<file path="src/design/sim_cfg_pkg.sv">
`default_nettype none

package sim_cfg_pkg;

    ////////////////////////////////////////////////////////////////////////
    // parameter word and host request
    ////////////////////////////////////////////////////////////////////////

    // width of one run-time parameter word
    localparam int WORD_W = 32;

    // one host transaction, fields stable while req is high
    typedef struct packed {
        logic              we;
        logic [7:0]        addr;
        logic [WORD_W-1:0] wdata;
    } host_req_t;

    ////////////////////////////////////////////////////////////////////////
    // parameter registers
    ////////////////////////////////////////////////////////////////////////

    // write addresses
    localparam logic [7:0] ADDR_HALF_CNT = 8'h00;
    localparam logic [7:0] ADDR_SYN_GAIN = 8'h06;
    localparam logic [7:0] ADDR_LEN_F0   = 8'h08;

    // reset values, len_f0 is 0.9 in single precision
    localparam logic        [WORD_W-1:0] RST_HALF_CNT = 32'd9;
    localparam logic signed [WORD_W-1:0] RST_SYN_GAIN = 32'sd1;
    localparam logic        [WORD_W-1:0] RST_LEN_F0   = 32'h3F66_6666;

    // half_cnt unsigned, syn_gain two's complement, len_f0 ieee single
    typedef struct packed {
        logic        [WORD_W-1:0] half_cnt;
        logic signed [WORD_W-1:0] syn_gain;
        logic        [WORD_W-1:0] len_f0;
    } sim_params_t;

endpackage

`default_nettype wire

</file>
<file path="src/design/sim_obs_pkg.sv">
`default_nettype none

package sim_obs_pkg;

    // host readout is done in 16-bit halves
    localparam int HALF_W = 16;

    // observed quantities
    // syn_current signed, counts unsigned, len_sample ieee single
    typedef struct packed {
        logic signed [31:0] syn_current;
        logic        [31:0] sn_count;
        logic        [31:0] mn_count;
        logic        [31:0] len_sample;
    } sim_obs_t;

    // length sample after reset, 1.0
    localparam logic [31:0] RST_LEN_SAMPLE = 32'h3F80_0000;

    ////////////////////////////////////////////////////////////////////////
    // readout addresses, lo then hi half
    ////////////////////////////////////////////////////////////////////////
    localparam logic [7:0] ADDR_SYN_LO = 8'h20;
    localparam logic [7:0] ADDR_SYN_HI = 8'h21;
    localparam logic [7:0] ADDR_SN_LO  = 8'h24;
    localparam logic [7:0] ADDR_SN_HI  = 8'h25;
    localparam logic [7:0] ADDR_MN_LO  = 8'h26;
    localparam logic [7:0] ADDR_MN_HI  = 8'h27;
    localparam logic [7:0] ADDR_LEN_LO = 8'h28;
    localparam logic [7:0] ADDR_LEN_HI = 8'h29;

endpackage

`default_nettype wire

</file>
<file path="src/design/host_port_fsm.sv">
`timescale 1ns/1ps
`default_nettype none

module host_port_fsm (
    input  wire                                  ep50trig,
    input  wire                                  reset_sim,
    input  wire                                  i_req,
    input  wire sim_cfg_pkg::host_req_t          i_host,
    input  wire sim_obs_pkg::sim_obs_t           i_obs,
    output logic                                 o_ack,
    output logic                                 o_wr_stb,
    output logic [7:0]                           o_wr_addr,
    output logic [sim_cfg_pkg::WORD_W-1:0]       o_wr_data,
    output logic [sim_obs_pkg::HALF_W-1:0]       o_rd_data
);
    import sim_obs_pkg::*;

    typedef enum logic [1:0] {ST_IDLE, ST_ACK, ST_RELEASE} state_t;

    state_t            state;
    logic              accept;
    logic [HALF_W-1:0] rd_sel;

    // new request only taken from idle
    assign accept = (state == ST_IDLE) && i_req;

    ////////////////////////////////////////////////////////////////////////
    // readout decode, unknown address reads as zero
    ////////////////////////////////////////////////////////////////////////
    always_comb
    begin
        case (i_host.addr)
            ADDR_SYN_LO: rd_sel = i_obs.syn_current[HALF_W-1:0];
            ADDR_SYN_HI: rd_sel = i_obs.syn_current[2*HALF_W-1:HALF_W];
            ADDR_SN_LO:  rd_sel = i_obs.sn_count[HALF_W-1:0];
            ADDR_SN_HI:  rd_sel = i_obs.sn_count[2*HALF_W-1:HALF_W];
            ADDR_MN_LO:  rd_sel = i_obs.mn_count[HALF_W-1:0];
            ADDR_MN_HI:  rd_sel = i_obs.mn_count[2*HALF_W-1:HALF_W];
            ADDR_LEN_LO: rd_sel = i_obs.len_sample[HALF_W-1:0];
            ADDR_LEN_HI: rd_sel = i_obs.len_sample[2*HALF_W-1:HALF_W];
            default:     rd_sel = '0;
        endcase
    end

    ////////////////////////////////////////////////////////////////////////
    // handshake: idle -> ack -> release -> idle
    ////////////////////////////////////////////////////////////////////////
    always_ff @(posedge ep50trig or posedge reset_sim)
    begin
        if (reset_sim)
        begin
            state     <= ST_IDLE;
            o_ack     <= 1'b0;
            o_wr_stb  <= 1'b0;
            o_rd_data <= '0;
        end
        else
        begin
            // strobe lives for the first ack cycle only
            o_wr_stb <= accept && i_host.we;
            case (state)
                ST_IDLE:
                begin
                    if (i_req)
                    begin
                        state <= ST_ACK;
                        o_ack <= 1'b1;
                        // readout frozen until next read
                        if (!i_host.we)
                            o_rd_data <= rd_sel;
                    end
                end
                ST_ACK:
                begin
                    // hold ack as long as host holds req
                    if (!i_req)
                    begin
                        state <= ST_RELEASE;
                        o_ack <= 1'b0;
                    end
                end
                default:
                    state <= ST_IDLE;
            endcase
        end
    end

    // write fields captured with the request
    always_ff @(posedge ep50trig)
    begin
        if (accept)
        begin
            o_wr_addr <= i_host.addr;
            o_wr_data <= i_host.wdata;
        end
    end

endmodule

`default_nettype wire

</file>
<file path="src/design/param_bank.sv">
`timescale 1ns/1ps
`default_nettype none

module param_bank (
    input  wire                                ep50trig,
    input  wire                                reset_sim,
    input  wire                                i_wr_stb,
    input  wire [7:0]                          i_wr_addr,
    input  wire [sim_cfg_pkg::WORD_W-1:0]      i_wr_data,
    output sim_cfg_pkg::sim_params_t           o_params
);
    import sim_cfg_pkg::*;

    ////////////////////////////////////////////////////////////////////////
    // run-time parameter registers
    ////////////////////////////////////////////////////////////////////////
    always_ff @(posedge ep50trig or posedge reset_sim)
    begin
        if (reset_sim)
        begin
            // tick half count, 9 gives a 20-cycle tick
            o_params.half_cnt <= RST_HALF_CNT;
            // unity synaptic gain
            o_params.syn_gain <= RST_SYN_GAIN;
            // muscle length register
            o_params.len_f0   <= RST_LEN_F0;
        end
        else if (i_wr_stb)
        begin
            // one register per address
            case (i_wr_addr)
                ADDR_HALF_CNT:
                    o_params.half_cnt <= i_wr_data;
                ADDR_SYN_GAIN:
                    o_params.syn_gain <= $signed(i_wr_data);
                ADDR_LEN_F0:
                    o_params.len_f0 <= i_wr_data;
                default:
                begin
                    // other addresses leave everything as is
                end
            endcase
        end
    end

endmodule

`default_nettype wire

</file>
<file path="src/design/sim_tick_timer.sv">
`timescale 1ns/1ps
`default_nettype none

module sim_tick_timer (
    input  wire                              ep50trig,
    input  wire                              reset_sim,
    input  wire [sim_cfg_pkg::WORD_W-1:0]    i_half_cnt,
    output logic                             o_tick
);
    import sim_cfg_pkg::*;

    logic [WORD_W-1:0] half_lat;
    logic [WORD_W-1:0] cnt;
    logic              phase;
    logic              wrap;

    // end of one half period
    assign wrap = (cnt == half_lat);

    always_ff @(posedge ep50trig or posedge reset_sim)
    begin
        if (reset_sim)
        begin
            half_lat <= RST_HALF_CNT;
            cnt      <= '0;
            phase    <= 1'b0;
            o_tick   <= 1'b0;
        end
        else
        begin
            // tick on second wrap of each period
            o_tick <= wrap && phase;
            if (wrap)
            begin
                cnt   <= '0;
                phase <= ~phase;
                // new half count only at period boundary
                if (phase)
                    half_lat <= i_half_cnt;
            end
            else
                cnt <= cnt + 1'b1;
        end
    end

endmodule

`default_nettype wire

</file>
<file path="src/design/spike_window_counter.sv">
`timescale 1ns/1ps
`default_nettype none

module spike_window_counter (
    input  wire                                 ep50trig,
    input  wire                                 reset_sim,
    input  wire                                 i_spike,
    input  wire                                 i_tick,
    output logic [sim_cfg_pkg::WORD_W-1:0]      o_count
);
    import sim_cfg_pkg::*;

    logic              spike_d;
    logic              spike_rise;
    logic [WORD_W-1:0] acc;
    logic [WORD_W-1:0] acc_next;

    ////////////////////////////////////////////////////////////////////////
    // rising edge detect
    ////////////////////////////////////////////////////////////////////////
    assign spike_rise = i_spike && !spike_d;

    // running total incl. this cycle's edge
    assign acc_next = acc + {{(WORD_W-1){1'b0}}, spike_rise};

    ////////////////////////////////////////////////////////////////////////
    // window accumulate and hand-off
    ////////////////////////////////////////////////////////////////////////
    always_ff @(posedge ep50trig or posedge reset_sim)
    begin
        if (reset_sim)
        begin
            spike_d <= 1'b0;
            acc     <= '0;
            o_count <= '0;
        end
        else
        begin
            spike_d <= i_spike;
            if (i_tick)
            begin
                // tick cycle still belongs to the closing window
                o_count <= acc_next;
                acc     <= '0;
            end
            else
                acc <= acc_next;
        end
    end

endmodule

`default_nettype wire

</file>
<file path="src/design/sim_state_sampler.sv">
`timescale 1ns/1ps
`default_nettype none

module sim_state_sampler (
    input  wire                                   ep50trig,
    input  wire                                   reset_sim,
    input  wire                                   i_tick,
    input  wire signed [sim_cfg_pkg::WORD_W-1:0]  i_syn_raw,
    input  wire signed [sim_cfg_pkg::WORD_W-1:0]  i_syn_gain,
    input  wire        [sim_cfg_pkg::WORD_W-1:0]  i_len_f0,
    output logic signed [sim_cfg_pkg::WORD_W-1:0] o_syn_current,
    output logic        [sim_cfg_pkg::WORD_W-1:0] o_len_sample
);
    import sim_cfg_pkg::*;
    import sim_obs_pkg::*;

    logic signed [2*WORD_W-1:0] syn_prod;

    ////////////////////////////////////////////////////////////////////////
    // synaptic gain
    ////////////////////////////////////////////////////////////////////////

    // full signed product, low word kept
    assign syn_prod = i_syn_raw * i_syn_gain;

    always_ff @(posedge ep50trig or posedge reset_sim)
    begin
        if (reset_sim)
            o_syn_current <= '0;
        else
            o_syn_current <= syn_prod[WORD_W-1:0];
    end

    ////////////////////////////////////////////////////////////////////////
    // muscle length, one sample per tick
    ////////////////////////////////////////////////////////////////////////
    always_ff @(posedge ep50trig or posedge reset_sim)
    begin
        if (reset_sim)
            o_len_sample <= RST_LEN_SAMPLE;
        else if (i_tick)
            o_len_sample <= i_len_f0;
    end

endmodule

`default_nettype wire

</file>
<file path="src/design/limb_sim_core.sv">
`timescale 1ns/1ps
`default_nettype none

module limb_sim_core (
    input  wire                                  ep50trig,
    input  wire                                  reset_sim,
    input  wire                                  i_req,
    input  wire sim_cfg_pkg::host_req_t          i_host,
    input  wire                                  i_sn_spike,
    input  wire                                  i_mn_spike,
    input  wire signed [sim_cfg_pkg::WORD_W-1:0] i_syn_raw,
    output logic                                 o_ack,
    output logic [sim_obs_pkg::HALF_W-1:0]       o_rd_data,
    output logic                                 o_tick
);
    import sim_cfg_pkg::*;
    import sim_obs_pkg::*;

    logic                      wr_stb;
    logic [7:0]                wr_addr;
    logic [WORD_W-1:0]         wr_data;
    sim_params_t               params;
    sim_obs_t                  obs;
    logic                      tick;
    logic [WORD_W-1:0]         sn_count;
    logic [WORD_W-1:0]         mn_count;
    logic signed [WORD_W-1:0]  syn_current;
    logic [WORD_W-1:0]         len_sample;

    ////////////////////////////////////////////////////////////////////////
    // host side
    ////////////////////////////////////////////////////////////////////////
    host_port_fsm u_host_port_fsm (
        .ep50trig  (ep50trig),
        .reset_sim (reset_sim),
        .i_req     (i_req),
        .i_host    (i_host),
        .i_obs     (obs),
        .o_ack     (o_ack),
        .o_wr_stb  (wr_stb),
        .o_wr_addr (wr_addr),
        .o_wr_data (wr_data),
        .o_rd_data (o_rd_data)
    );

    param_bank u_param_bank (
        .ep50trig  (ep50trig),
        .reset_sim (reset_sim),
        .i_wr_stb  (wr_stb),
        .i_wr_addr (wr_addr),
        .i_wr_data (wr_data),
        .o_params  (params)
    );

    ////////////////////////////////////////////////////////////////////////
    // simulation side
    ////////////////////////////////////////////////////////////////////////
    sim_tick_timer u_sim_tick_timer (
        .ep50trig   (ep50trig),
        .reset_sim  (reset_sim),
        .i_half_cnt (params.half_cnt),
        .o_tick     (tick)
    );

    // sensory pool
    spike_window_counter u_sn_counter (
        .ep50trig  (ep50trig),
        .reset_sim (reset_sim),
        .i_spike   (i_sn_spike),
        .i_tick    (tick),
        .o_count   (sn_count)
    );

    // motor pool
    spike_window_counter u_mn_counter (
        .ep50trig  (ep50trig),
        .reset_sim (reset_sim),
        .i_spike   (i_mn_spike),
        .i_tick    (tick),
        .o_count   (mn_count)
    );

    sim_state_sampler u_sim_state_sampler (
        .ep50trig      (ep50trig),
        .reset_sim     (reset_sim),
        .i_tick        (tick),
        .i_syn_raw     (i_syn_raw),
        .i_syn_gain    (params.syn_gain),
        .i_len_f0      (params.len_f0),
        .o_syn_current (syn_current),
        .o_len_sample  (len_sample)
    );

    // observation record for readout
    assign obs = '{
        syn_current: syn_current,
        sn_count:    sn_count,
        mn_count:    mn_count,
        len_sample:  len_sample
    };

    assign o_tick = tick;

endmodule

`default_nettype wire

</file>
<file path="config.mk">
export PLATFORM = sky130hd
export DESIGN_NAME = limb_sim_core
export DESIGN_NICKNAME = d
export VERILOG_FILES = /design/src/design/sim_cfg_pkg.sv /design/src/design/sim_obs_pkg.sv /design/src/design/host_port_fsm.sv /design/src/design/param_bank.sv /design/src/design/sim_tick_timer.sv /design/src/design/spike_window_counter.sv /design/src/design/sim_state_sampler.sv /design/src/design/limb_sim_core.sv
export SDC_FILE = /design/constraint.sdc
export NUM_CORES = 2
export LEC_CHECK = 0
export BUFFER_PORTS_ARGS = -buffer_cell sky130_fd_sc_hd__buf_2
export CAP_MARGIN = 5
export CORE_AREA = 5 5 190 283
export CTS_CLUSTER_SIZE = 30
export DETAILED_ROUTE_END_ITERATION = 10
export DIE_AREA = 0 0 195 288
export GPL_ROUTABILITY_DRIVEN = 0
export PLACE_DENSITY = 0.82
export REMOVE_ABC_BUFFERS = 1
export SLEW_MARGIN = 30
export SYNTH_ARGS = -nofsm -noshare
export SYNTH_HDL_FRONTEND = slang
export SYNTH_SLANG_ARGS = --single-unit
</file>
<file path="constraint.sdc">
create_clock -name ep50trig -period 28 [get_ports ep50trig]
set_input_delay 4.2 -clock ep50trig [delete_from_list [all_inputs] [get_ports ep50trig]]
set_output_delay 4.2 -clock ep50trig [all_outputs]
set_load 0.01 [all_outputs]
</file>
==> results.py <==
metrics = {
    "synth": {
        "synth_edf_count": 40,
        "syn_area_per_cell_sq_um": 10.49,
        "synth-seq-area-share_pct": 32.06,
        "synth_warnings": 0,
        "syn_area_sq_um": 33210,
        "synthesis.instances": 3166,
        "synth_cell_types": 64,
        "ys.flop_type": "dfrtp_1",
        "ys_ff_latch": 416,
        "async_flop_share_pct": 90.38,
    },
    "worst_hold_path": {
        "hold_depth": 1,
        "worstHoldStart": "u_host_port_fsm.state[1]$_DFFE_PP0P_",
        "hold_path_class": "reg -> reg",
        "hold_end": "u_host_port_fsm.state[0]$_DFFE_PP0P_",
    },
    "detailed_routing": {
        "drtAntennaViolNets": 0,
        "drc": 0,
        "wl_microns": 82710,
        "firstDrtPassIters": 6,
        "vias": 22760,
        "drtIter0Drc": 1713,
        "routedWlPerCell_microns": 21.32,
        "vias_per_cell": 5.865,
    },
    "floorplanning": {
        "rows": 102,
        "core_sq_um": 51300,
        "pin_count": 96,
        "die_w_microns": 195,
        "dieHeight_microns": 288,
        "start_util_pct": 64.74,
        "die_area_sq_um": 56160,
    },
    "timing": {
        "setup_slack_ns": 17.58,
        "fin_crit_ns": 10.42,
        "rsz0062_at_grt": "false",
        "max_freq_mhz": 95.96,
        "hold_violations": 0,
        "max_slew.worst_pin.slew_ns": 0.9724,
        "setup_tns_ns": 0,
        "setup_viol": 0,
        "drv_slew": 0,
        "fin_crit_sh_pct": 37.22,
        "finClkSkew_ns": 0.02646,
        "maxSlewHeadroom_pct": 35.17,
    },
    "cts": {
        "root_buffer": "clkbuf_16",
        "clock_sinks": 416,
        "cts_tree": "yes",
        "cts_hold_buf": 0,
        "postCtsSetupBuffers": 0,
        "path_clk_slew_ns": 0.07,
        "clk_latency_ns": 0.54,
        "htreeDepth": 2,
        "cts-resized-gates": 0,
        "clock_path_buffers": 3,
        "cts_buffers": 36,
    },
    "global_routing": {
        "grt.met1_usage_pct": 32.55,
        "first_global_vias": 25270,
        "gr-total-overflow": 0,
        "busiest_layer": "met2",
        "grt_antenna_before_repair": 3,
        "grt_max_degree": 119,
        "gr-usage-met3_pct": 3.969,
        "grt_usage_pct": 30.01,
        "met2_usage_pct": 53.99,
        "grt_pass1_wl_microns": 132300,
    },
    "power": {
        "p_sw_share_pct": 31.74,
        "power_density_nw_per_um2": 46.64,
        "p_seq_share_pct": 46.8,
        "total_power_mw": 1.652,
        "power.switching_mw": 0.5244,
        "p_clk_share_pct": 31.0,
        "cellInternalPower_mw": 1.128,
        "leakage_nw": 17.84,
        "ir_drop_mv": 0.05534,
        "comb_power_share_pct": 22.2,
    },
    "finish": {
        "layout_common_cells": "474 x inv_1, 408 x fa_1, 345 x dfrtp_1, 344 x nand2_1, 328 x and2_1",
        "drive_above_1_share_pct": 12.36,
        "register_area_sq_um": 10650,
        "n_fill_cell": 3659,
        "fin_nets": 3817,
        "fin_area_sq_um": 35420,
        "mostFrequentLayoutCell": "inv_1",
        "area_growth_pct": 6.646,
        "multiInputGateArea_sq_um": 20210,
    },
    "critical_path": {
        "worstRegToRegCells": 22,
        "r2r_end": "u_sim_state_sampler.o_syn_current[31]$_DFF_PP0_",
        "regToRegSetupSlack_ns": 20.60,
        "timing.rr.start": "u_param_bank.o_params[32]$_DFFE_PP1P_",
        "startpoint_type": "primary input",
        "path_class": "in -> reg",
        "startpoint": "i_syn_raw[9]",
        "cp_max_fo": 23,
        "crit_required_ns": 28.39,
        "worstSetupEndpointType": "flip-flop",
        "worst_ep_arrival_time_ns": 10.82,
    },
    "run": {
        "maxCapViolCount": 0,
    },
    "placed_design": {
        "port_buffers": 95,
        "placedInstanceArea_sq_um": 34180,
        "dp_hpwl_microns": 62140,
        "post-place-ws_ns": 17.08,
    },
    "outcome": {
        "status": "finished clean",
    },
}
## per-stage QoR
step           instances  hold WS (ns)  util (%)
3_3_place_gp        3814        0.4279     66.62
4_1_cts             3879        0.4605     69.01
3_5_place_dp        3814        0.4534     66.63
5_1_grt             3879        0.4773     69.03
2_1_floorplan       3016        0.4110         -
6_report            3880        0.4549     69.04
## cell families after synthesis
group           count (synthesis)  share of synthesized area [%]
simple gates                 1027                          15.33
buf+inv                       626                          7.128
fa+ha+maj                     563                          30.43
flops                         416                          32.06
xor+xnor                      202                          5.327
mux                           167                          6.559
compound gates                165                          3.161
## sequential cells by signal, indices dropped and copies added, names as in the netlist
name / count
u_host_port_fsm.o_ack: 1
u_host_port_fsm.o_rd_data: 16
u_host_port_fsm.o_wr_addr: 8
u_host_port_fsm.o_wr_data: 32
u_host_port_fsm.o_wr_stb: 1
u_host_port_fsm.state: 2
u_mn_counter.acc: 32
u_mn_counter.o_count: 32
u_mn_counter.spike_d: 1
u_param_bank.o_params: 96
u_sim_state_sampler.o_len_sample: 32
u_sim_state_sampler.o_syn_current: 32
u_sim_tick_timer.cnt: 32
u_sim_tick_timer.half_lat: 32
u_sim_tick_timer.o_tick: 1
u_sim_tick_timer.phase: 1
u_sn_counter.acc: 32
u_sn_counter.o_count: 32
u_sn_counter.spike_d: 1
## Yosys cell counts (85+ instances only)
master / instances / share of area (%)
mux2_2: 135 / 4.6
nand2_1: 344 / 3.9
inv_1: 476 / 5.4
and2_1: 328 / 6.2
fa_1: 408 / 25
ha_1: 155 / 5.8
clkbuf_1: 130 / 1.5
xor2_1: 117 / 3.1
xnor2_1: 85 / 2.2
a21oi_1: 86 / 1.3
dfrtp_1: 346 / 26
nor2_1: 202 / 2.3
## worst max path at each step
stage / end / cells after the start
after global routing: u_sim_state_sampler.o_syn_current[27]$_DFF_PP0_ / 23
after floorplan: u_host_port_fsm.o_ack$_DFFE_PP0P_ / 1
final: u_sim_state_sampler.o_syn_current[31]$_DFF_PP0_ / 24
after CTS: u_sim_state_sampler.o_syn_current[31]$_DFF_PP0_ / 24
after global placement: u_sim_state_sampler.o_syn_current[31]$_DFF_PP0_ / 24
after detailed placement: u_sim_state_sampler.o_syn_current[31]$_DFF_PP0_ / 24
## routing by layer
metal  wire (microns)  vias up  share of wire, %
met2            43390      987                52
met1            27310    11550                33
met5                0        -                 0
met4             7301        0               8.8
met3             4702      402               5.7
li1                 -     9818                 -
## critical path, stage by stage
cell and delay [ns]:
buf_2 0.42, nand2_1 0.16, fa_1 0.45, inv_1 0.08, fa_1 0.43, fa_1 0.52
inv_1 0.05, fa_1 0.47, inv_1 0.05, fa_1 0.51, inv_1 0.06, fa_1 0.54
inv_1 0.05, fa_1 0.49, fa_1 0.41, ha_1 0.36, a21oi_1 0.17, nor2_1 0.06
a211oi_1 0.24, o31ai_1 0.21, a21oi_1 0.27, nand2_1 0.13, a221o_1 0.32, xnor2_1 0.13
## power groups by stage
stage | combinational (mW) | sequential (mW) | clock [mW]
after global placement | 0.346 | 0.775 | 0
after detailed placement | 0.363 | 0.779 | 0
final | 0.367 | 0.773 | 0.513
after floorplan | 0.239 | 0.779 | 0
after global routing | 0.408 | 0.781 | 0.540
after CTS | 0.367 | 0.771 | 0.517
## layout make-up
type,instances,share of cell area (%)
clock buffers,48,2.960
clock inverters,17,0.4804
flip-flops and latches,416,30.07
diodes,1,0.007065
inverters,476,5.066
well taps,676,2.388
multi-input cells,2124,57.07
repair buffers,122,1.957
No activity file was read; power rests on OpenSTA's default activity.
